<file path="config.mk">
export PLATFORM = sky130hd
export DESIGN_NAME = core_top
export DESIGN_NICKNAME = d
export VERILOG_FILES = /design/src/ahb_pkg.sv /design/src/isa_pkg.sv /design/src/core_top.sv /design/src/rf_controller.sv /design/src/pipeline_2_ex.sv /design/src/pipeline_1_fe.sv
export VERILOG_INCLUDE_DIRS = /design/src /design/src/include
export SDC_FILE = /design/constraint.sdc
export NUM_CORES = 2
export LEC_CHECK = 0
export BUFFER_PORTS_ARGS = -buffer_cell sky130_fd_sc_hd__buf_2
export CELL_PAD_IN_SITES_DETAIL_PLACEMENT = 2
export CELL_PAD_IN_SITES_GLOBAL_PLACEMENT = 2
export CORE_UTILIZATION = 30
export DETAILED_ROUTE_END_ITERATION = 10
export GPL_ROUTABILITY_DRIVEN = 0
export PLACE_DENSITY = 0.64
export SETUP_SLACK_MARGIN = 0.4
export SLEW_MARGIN = 20
export SYNTH_ARGS = -nofsm -noshare
export SYNTH_HDL_FRONTEND = slang
export SYNTH_SLANG_ARGS = --single-unit
</file>
<file path="constraint.sdc">
create_clock -name s_clk_i -period 17.85 [get_ports s_clk_i]
set_input_delay 1.785 -clock s_clk_i [delete_from_list [all_inputs] [get_ports s_clk_i]]
set_output_delay 1.785 -clock s_clk_i [all_outputs]
set_load 0.01 [all_outputs]
</file>
<file path="src/include/core_macros.svh">
`ifndef CORE_MACROS_SVH
`define CORE_MACROS_SVH

// Core data path width
`define XLEN 32

// Number of integer registers including x0
`define RF_REGS 32

// Width of the custom read-data checksum
`define CHK_W 7

`endif
</file>
<file path="src/ahb_pkg.sv">
`include "core_macros.svh"

package ahb_pkg;

    // Only the transfer types the fetch master issues
    typedef enum logic [1:0] {
        IDLE   = 2'b00,
        NONSEQ = 2'b10
    } htrans_e;

    typedef logic [`CHK_W-1:0] chk_t;                  // Checksum carried with hrdata

    // Fetch control where HALT is left only by reset
    typedef enum logic {
        RUN,
        HALT
    } fe_state_e;

endpackage

</file>
<file path="src/isa_pkg.sv">
`include "core_macros.svh"

package isa_pkg;

    typedef logic [`XLEN-1:0] word_t;                  // Data or instruction word
    typedef logic [$clog2(`RF_REGS)-1:0] rf_add_t;     // Register index

    // Major opcodes handled by execute
    typedef enum logic [6:0] {
        OP_IMM = 7'b0010011,                           // Register-immediate ALU
        OP_REG = 7'b0110011,                           // Register-register ALU
        OP_LUI = 7'b0110111
    } opcode_e;

    typedef enum logic [2:0] {
        F3_ADD = 3'b000,                               // Shared by ADD, SUB and ADDI
        F3_XOR = 3'b100,
        F3_OR  = 3'b110,
        F3_AND = 3'b111
    } funct3_e;

    typedef enum logic [2:0] {
        ADD,
        SUB,
        XOR,
        OR,
        AND,
        PASS                                           // Second operand straight through
    } alu_op_e;

endpackage

</file>
<file path="src/core_top.sv">
`timescale 1ns/1ps

module core_top (
    input  logic             s_clk_i,          // Core clock
    input  logic             rst_n_i,          // Synchronous reset, active low
    input  isa_pkg::word_t   s_boot_add_i,     // First fetch address
    input  isa_pkg::word_t   s_i_hrdata_i,     // Instruction bus read data
    input  logic             s_i_hready_i,
    input  logic             s_i_hresp_i,
    input  ahb_pkg::chk_t    s_i_hrchecksum_i, // Checksum of read data
    output isa_pkg::word_t   s_i_haddr_o,
    output ahb_pkg::htrans_e s_i_htrans_o,
    output logic             s_fetch_err_o,    // Fetch halted on a fault
    output logic             s_ret_valid_o,
    output isa_pkg::rf_add_t s_ret_rd_o,
    output isa_pkg::word_t   s_ret_val_o
);

    logic             s_feex_valid;
    isa_pkg::word_t   s_feex_instr;
    isa_pkg::rf_add_t s_rs1;
    isa_pkg::rf_add_t s_rs2;
    logic             s_wb_we;
    isa_pkg::rf_add_t s_wb_rd;
    isa_pkg::word_t   s_wb_val;
    isa_pkg::word_t   s_p1_val;
    isa_pkg::word_t   s_p2_val;

    pipeline_1_fe m_pipe_1_fe (
        .s_clk_i        (s_clk_i),
        .rst_n_i        (rst_n_i),
        .s_boot_add_i   (s_boot_add_i),
        .s_hrdata_i     (s_i_hrdata_i),
        .s_hready_i     (s_i_hready_i),
        .s_hresp_i      (s_i_hresp_i),
        .s_hrdcheck_i   (s_i_hrchecksum_i),
        .s_haddr_o      (s_i_haddr_o),
        .s_htrans_o     (s_i_htrans_o),
        .s_feex_valid_o (s_feex_valid),
        .s_feex_instr_o (s_feex_instr),
        .s_fetch_err_o  (s_fetch_err_o)
    );

    pipeline_2_ex m_pipe_2_ex (
        .s_clk_i        (s_clk_i),
        .rst_n_i        (rst_n_i),
        .s_feex_valid_i (s_feex_valid),
        .s_feex_instr_i (s_feex_instr),
        .s_p1_val_i     (s_p1_val),
        .s_p2_val_i     (s_p2_val),
        .s_rs1_o        (s_rs1),
        .s_rs2_o        (s_rs2),
        .s_wb_we_o      (s_wb_we),
        .s_wb_rd_o      (s_wb_rd),
        .s_wb_val_o     (s_wb_val),
        .s_ret_valid_o  (s_ret_valid_o),
        .s_ret_rd_o     (s_ret_rd_o),
        .s_ret_val_o    (s_ret_val_o)
    );

    rf_controller m_rfc (
        .s_clk_i        (s_clk_i),
        .rst_n_i        (rst_n_i),
        .s_we_i         (s_wb_we),
        .s_wr_add_i     (s_wb_rd),
        .s_wr_val_i     (s_wb_val),
        .s_r_p1_add_i   (s_rs1),
        .s_r_p2_add_i   (s_rs2),
        .s_p1_val_o     (s_p1_val),
        .s_p2_val_o     (s_p2_val)
    );

endmodule

</file>
<file path="src/rf_controller.sv">
`timescale 1ns/1ps
`include "core_macros.svh"

module rf_controller (
    input  logic             s_clk_i,          // Core clock
    input  logic             rst_n_i,          // Synchronous reset, active low
    input  logic             s_we_i,           // Write enable
    input  isa_pkg::rf_add_t s_wr_add_i,
    input  isa_pkg::word_t   s_wr_val_i,
    input  isa_pkg::rf_add_t s_r_p1_add_i,     // Read port 1 address
    input  isa_pkg::rf_add_t s_r_p2_add_i,     // Read port 2 address
    output isa_pkg::word_t   s_p1_val_o,
    output isa_pkg::word_t   s_p2_val_o
);

    isa_pkg::word_t s_regs [`RF_REGS];

    always_ff @(posedge s_clk_i) begin
        if (!rst_n_i) begin
            for (int i = 0; i < `RF_REGS; i++) begin
                s_regs[i] <= '0;
            end
        end else if (s_we_i && (s_wr_add_i != '0)) begin
            s_regs[s_wr_add_i] <= s_wr_val_i;
        end
    end

    // x0 is hard-wired to zero
    assign s_p1_val_o = (s_r_p1_add_i == '0) ? '0 : s_regs[s_r_p1_add_i];
    assign s_p2_val_o = (s_r_p2_add_i == '0) ? '0 : s_regs[s_r_p2_add_i];

endmodule

</file>
<file path="src/pipeline_2_ex.sv">
`timescale 1ns/1ps
`include "core_macros.svh"

module pipeline_2_ex (
    input  logic             s_clk_i,          // Core clock
    input  logic             rst_n_i,          // Synchronous reset, active low
    input  logic             s_feex_valid_i,   // Instruction from fetch is valid
    input  isa_pkg::word_t   s_feex_instr_i,
    input  isa_pkg::word_t   s_p1_val_i,       // Value of rs1
    input  isa_pkg::word_t   s_p2_val_i,       // Value of rs2
    output isa_pkg::rf_add_t s_rs1_o,
    output isa_pkg::rf_add_t s_rs2_o,
    output logic             s_wb_we_o,        // Register write enable
    output isa_pkg::rf_add_t s_wb_rd_o,
    output isa_pkg::word_t   s_wb_val_o,
    output logic             s_ret_valid_o,    // Retire record valid
    output isa_pkg::rf_add_t s_ret_rd_o,
    output isa_pkg::word_t   s_ret_val_o
);

    isa_pkg::opcode_e s_opcode;
    isa_pkg::funct3_e s_funct3;
    isa_pkg::alu_op_e s_alu_op;
    isa_pkg::rf_add_t s_rd;
    isa_pkg::rf_add_t s_ret_rd;
    isa_pkg::word_t   s_imm_i;
    isa_pkg::word_t   s_imm_u;
    isa_pkg::word_t   s_op2;
    isa_pkg::word_t   s_result;
    isa_pkg::word_t   s_ret_val;
    logic [6:0]       s_funct7;
    logic             s_legal;
    logic             s_we;
    logic             s_ret_valid;

    assign s_opcode = isa_pkg::opcode_e'(s_feex_instr_i[6:0]);
    assign s_funct3 = isa_pkg::funct3_e'(s_feex_instr_i[14:12]);
    assign s_funct7 = s_feex_instr_i[31:25];
    assign s_rd     = s_feex_instr_i[11:7];
    assign s_rs1_o  = s_feex_instr_i[19:15];
    assign s_rs2_o  = s_feex_instr_i[24:20];
    assign s_imm_i  = {{(`XLEN-12){s_feex_instr_i[31]}}, s_feex_instr_i[31:20]};
    assign s_imm_u  = {s_feex_instr_i[31:12], 12'b0};

    always_comb begin
        s_legal  = 1'b1;
        s_alu_op = isa_pkg::PASS;
        s_op2    = s_imm_i;
        case (s_funct3)
            isa_pkg::F3_ADD: begin
                s_alu_op = (s_opcode == isa_pkg::OP_REG && s_funct7[5]) ? isa_pkg::SUB
                                                                        : isa_pkg::ADD;
            end
            isa_pkg::F3_XOR: s_alu_op = isa_pkg::XOR;
            isa_pkg::F3_OR:  s_alu_op = isa_pkg::OR;
            isa_pkg::F3_AND: s_alu_op = isa_pkg::AND;
            default:         s_legal  = 1'b0;
        endcase
        case (s_opcode)
            isa_pkg::OP_IMM: s_op2 = s_imm_i;
            isa_pkg::OP_REG: begin
                s_op2 = s_p2_val_i;
                if ((s_funct7 != 7'b0) &&
                    !((s_funct7 == 7'b0100000) && (s_funct3 == isa_pkg::F3_ADD))) begin
                    s_legal = 1'b0;                    // Unsupported funct7
                end
            end
            isa_pkg::OP_LUI: begin
                s_op2    = s_imm_u;
                s_alu_op = isa_pkg::PASS;
                s_legal  = 1'b1;                       // funct3 bits belong to the immediate
            end
            default:         s_legal = 1'b0;
        endcase
    end

    always_comb begin
        case (s_alu_op)
            isa_pkg::ADD: s_result = s_p1_val_i + s_op2;
            isa_pkg::SUB: s_result = s_p1_val_i - s_op2;
            isa_pkg::XOR: s_result = s_p1_val_i ^ s_op2;
            isa_pkg::OR:  s_result = s_p1_val_i | s_op2;
            isa_pkg::AND: s_result = s_p1_val_i & s_op2;
            default:      s_result = s_op2;
        endcase
    end

    // Writes to x0 and no-ops leave the register file alone
    assign s_we       = s_feex_valid_i && s_legal && (s_rd != '0);
    assign s_wb_we_o  = s_we;
    assign s_wb_rd_o  = s_rd;
    assign s_wb_val_o = s_result;

    always_ff @(posedge s_clk_i) begin
        if (!rst_n_i) begin
            s_ret_valid <= 1'b0;
        end else begin
            s_ret_valid <= s_feex_valid_i;
        end
    end

    always_ff @(posedge s_clk_i) begin
        s_ret_rd  <= s_we ? s_rd : '0;
        s_ret_val <= s_we ? s_result : '0;
    end

    assign s_ret_valid_o = s_ret_valid;
    assign s_ret_rd_o    = s_ret_rd;
    assign s_ret_val_o   = s_ret_val;

endmodule

</file>
<file path="src/pipeline_1_fe.sv">
`timescale 1ns/1ps
`include "core_macros.svh"

module pipeline_1_fe (
    input  logic             s_clk_i,          // Core clock
    input  logic             rst_n_i,          // Synchronous reset, active low
    input  isa_pkg::word_t   s_boot_add_i,     // First fetch address
    input  isa_pkg::word_t   s_hrdata_i,       // AHB read data
    input  logic             s_hready_i,       // AHB transfer done
    input  logic             s_hresp_i,        // AHB error response
    input  ahb_pkg::chk_t    s_hrdcheck_i,     // Checksum sent along with hrdata
    output isa_pkg::word_t   s_haddr_o,        // AHB address
    output ahb_pkg::htrans_e s_htrans_o,       // AHB transfer type
    output logic             s_feex_valid_o,   // Instruction for execute is valid
    output isa_pkg::word_t   s_feex_instr_o,   // Instruction for execute
    output logic             s_fetch_err_o     // Sticky fetch fault
);

    ahb_pkg::fe_state_e s_state;
    ahb_pkg::htrans_e   s_htrans;
    ahb_pkg::chk_t      s_calc_chk;
    isa_pkg::word_t     s_haddr;
    isa_pkg::word_t     s_instr;
    logic               s_dp_pending;
    logic               s_valid;
    logic               s_ap_accept;
    logic               s_dp_done;
    logic               s_dp_fault;

    // Bit k covers data bits whose index has bit k set and the top bit is overall parity
    function automatic ahb_pkg::chk_t f_checksum(input isa_pkg::word_t data);
        ahb_pkg::chk_t chk;
        chk = '0;
        for (int k = 0; k < `CHK_W - 1; k++) begin
            for (int i = 0; i < `XLEN; i++) begin
                if (i[k]) begin
                    chk[k] = chk[k] ^ data[i];
                end
            end
        end
        chk[`CHK_W-1] = ^data;
        return chk;
    endfunction

    assign s_calc_chk  = f_checksum(s_hrdata_i);
    assign s_ap_accept = (s_htrans == ahb_pkg::NONSEQ) && s_hready_i;
    assign s_dp_done   = s_dp_pending && s_hready_i;
    assign s_dp_fault  = s_dp_done && (s_hresp_i || (s_calc_chk != s_hrdcheck_i));

    always_ff @(posedge s_clk_i) begin
        if (!rst_n_i) begin
            s_state      <= ahb_pkg::RUN;
            s_htrans     <= ahb_pkg::IDLE;
            s_haddr      <= s_boot_add_i;
            s_dp_pending <= 1'b0;
            s_valid      <= 1'b0;
        end else if (s_state == ahb_pkg::RUN) begin
            if (s_dp_fault) begin
                s_state      <= ahb_pkg::HALT;         // Stop for good
                s_htrans     <= ahb_pkg::IDLE;
                s_dp_pending <= 1'b0;                  // Drop the pending address phase
                s_valid      <= 1'b0;
            end else begin
                s_htrans <= ahb_pkg::NONSEQ;
                s_valid  <= s_dp_done;
                if (s_ap_accept) begin
                    s_haddr      <= s_haddr + 32'd4;
                    s_dp_pending <= 1'b1;              // Data phase follows
                end else if (s_dp_done) begin
                    s_dp_pending <= 1'b0;
                end
            end
        end
    end

    always_ff @(posedge s_clk_i) begin
        if (s_dp_done && !s_dp_fault) begin
            s_instr <= s_hrdata_i;
        end
    end

    assign s_haddr_o      = s_haddr;
    assign s_htrans_o     = s_htrans;
    assign s_feex_valid_o = s_valid;
    assign s_feex_instr_o = s_instr;
    assign s_fetch_err_o  = (s_state == ahb_pkg::HALT);

endmodule

</file>
==> metrics <==
synth warn=0; Total Nets Final=4739; Leak=between 20 and 25 nW; global-route usage over all layers=0.259; crit path capture type=flip-flop; syn avg cell area=13.7 um2; fin crit share=0.543; critical-path cell with the highest stage delay=nor2_2; Rel. slew slack=0.186; most numerous cell in the Yosys netlist=edfxtp_1; max-cap violation count=0; Core Util, Final=0.347; Buf/Inv on CP=4; Port Buffer Count=146; largest cells by area after synthesis=edfxtp_1, mux4_2, nor2_1; Synth-to-Final Area Change=14.6%; CTS Buf Count=roughly 140; Core Rows=about 170; Boundary Pins=between 100 and 150; status=completed; r2r setup slk=roughly 8 ns; pwr dens=approximately 89 mW/mm2; Post-synth ARST share=0; met3 Use GR=0.0449; cell mode on critical path=buf_4; fin crit period=slightly below 10 ns; Core Region=approximately 0.20 mm2; CTS max path bufs=3; Final Setup Violations=0; detailed-route DRC error count=0; data required time of the critical path=between 15 and 20 ns; worst r2r path cells=25; setup TNS=0 ns; Worst R2R End=m_rfc.s_regs[8][30]; CP max FO=33; Worst Setup EP=m_rfc.s_regs[8][30]; full die area=0.206 mm2; Vias=~44k; Post-CTS Setup Inserts=0; gr busiest metal=met2; skew final=roughly 0.044 ns; RSZ-0062 raised after global routing=no; Die X=454 um; Hold Vio Cnt, Final=0; Data arrival, critical path=slightly above 10 ns; met2 GRT Util=0.420; first-pass GRT wire length=371000 um; total grt overflow=0; post-synthesis sequential area ratio=0.550; post-DP HPWL=roughly 170000 um; Synth cell types=86; worst skew pair latency=around 0.83 ns; Post-Syn Instances=4493; height of the die=454 um; Initial Util=0.303; Synth Cell Area=0.0613 mm2; critical path depth in cells=25; Worst Hold Class=reg -> reg; First DRT Iteration DRCs=around 5.4k; CP Launch Type=flip-flop; Resized Gates After CTS=0; vias per cell=around 6.0; Post-synth EDFFs=1088; Max stage delay on crit path=0.76 ns; CTS Sinks=1140; largest net degree at the start of global routing=between 100 and 150; # H-tree levels=4; Clock Pin Slew Worst Setup and Hold Paths=0.05 ns; CP Class=reg -> reg; kind of cell adding the most delay to the critical path=simple AND/OR/NAND/NOR gates; Yosys top cell area share=0.533; layout cells sized above 1=0.276; routed length per instance=approximately 37 um; Root Driver=clkbuf_16; CTS tree=built; synthesis-stage register bit count=~1.1k; Peak VDD IR=about 0.099 mV; initial antenna violation count=16; Worst Max-Slew Pin Slew=about 1.2 ns; post-route antenna net violation count=0; CTS Hold Buffers Added=0; WL final=~270000 um; Post-synth top cells=edfxtp_1, nor2_1, mux4_2; drt first pass iters=5; Synth area leader=edfxtp_1; Primary FF master, synth=edfxtp_1; Slew Viols, Final=0; max frequency=between 100 and 150 MHz; met1 usage=0.340; vias in the first global route=approximately 46k
logic make-up (layout without fill, tap and decap cells):
group / Yosys count / after routing / share of synthesized area
flip-flops: 1140 / 1140 / 0.550
AO/OA/AOI/OAI: 434 / 434 / 0.0489
other: 1 / 34 / 0.0000611
adder cells (fa/ha/maj): 93 / 93 / 0.0191
AND/OR/NAND/NOR: 1554 / 1554 / 0.106
buffers and inverters: 491 / 649 / 0.0341
multiplexers: 639 / 639 / 0.222
XOR/XNOR: 141 / 141 / 0.0201
worst min path at each step:
stage	startpoint	end	slack, ns	depth (start not counted)
detailed placement	m_pipe_1_fe.s_dp_pending	m_pipe_1_fe.s_dp_pending	0.50	2
finish	m_pipe_1_fe.s_dp_pending	m_pipe_1_fe.s_dp_pending	0.50	2
global route	m_pipe_1_fe.s_dp_pending	m_pipe_1_fe.s_dp_pending	0.56	2
floorplan	m_pipe_1_fe.s_feex_valid_o	m_pipe_2_ex.s_ret_valid_o	0.45	1
CTS	m_pipe_1_fe.s_dp_pending	m_pipe_1_fe.s_dp_pending	0.50	2
global placement	m_pipe_1_fe.s_dp_pending	m_pipe_1_fe.s_dp_pending	0.48	2
placed cells by master (no fill, tap or decap), drive strengths merged, types with 21 or more instances in the layout:
cell / n
a2111oi: 21
ha: 92
buf: 317
nor2: 1094
a211oi: 27
a21oi: 105
nand3: 32
xnor2: 97
inv: 87
nand2b: 37
a21o: 40
nor3: 66
mux4: 571
nand2: 215
conb: 33
xor2: 44
mux2: 36
a221oi: 22
clkinv: 47
a22oi: 47
o21ai: 66
edfxtp: 1088
clkbuf: 184
mux2i: 32
dfxtp: 52
tightest hold or removal path: cells and delay by family, from the launching register on:
family          cells  cell delay (ns)
flops               1             0.31
compound gates      2             0.14
flip-flops by register name (all words and copies together) (netlist names), named ones only:
| name | count |
|---|---|
| m_pipe_1_fe.s_feex_valid_o | 1 |
| m_pipe_2_ex.s_ret_valid_o | 1 |
| m_pipe_1_fe.s_dp_pending | 1 |
| m_pipe_2_ex.s_ret_rd_o | 5 |
| m_pipe_1_fe.s_htrans_o | 1 |
| m_rfc.s_regs | 1024 |
| m_pipe_2_ex.s_ret_val_o | 32 |
| m_pipe_1_fe.s_feex_instr_o | 32 |
| m_pipe_1_fe.s_fetch_err_o | 1 |
| m_pipe_1_fe.s_haddr_o | 32 |
final cells by class:
type	instances	area, um2
antenna	1	2.50
clock buffer	184	3720
clock inverter	66	723
fill	20700	132000
inverter	82	309
multi-input combinational	2894	26200
sequential	1140	33700
tap	2672	3340
timing repair buffer	317	2230
layer usage:
metal | vias to the layer above | wire length (um)
li1 | 17200 | -
met1 | 24100 | 107000
met2 | 2133 | 128000
met3 | 531 | 21200
met4 | 16 | 12200
met5 | - | 99
report_power, final:
group / internal (mW) / leakage, nW / switching (mW)
Clock: 1.62 / 2.15 / 1.23
Combinational: 0.140 / 10.8 / 0.228
Sequential: 3.02 / 11.6 / 0.0553
metrics by stage:
step	hold WS (ns)	setup slack, ns	area (um2)	total power [mW]	instances
4_1_cts	0.504	8.11	70100	6.32	7347
3_5_place_dp	0.496	8.19	65600	3.49	7097
6_report	0.504	8.16	70300	6.29	7356
3_3_place_gp	0.475	8.24	65600	3.48	7095
5_1_grt	0.556	7.53	70300	6.43	7356
2_1_floorplan	0.452	10.99	61500	3.32	4525
(Power assumes the default switching activity.)
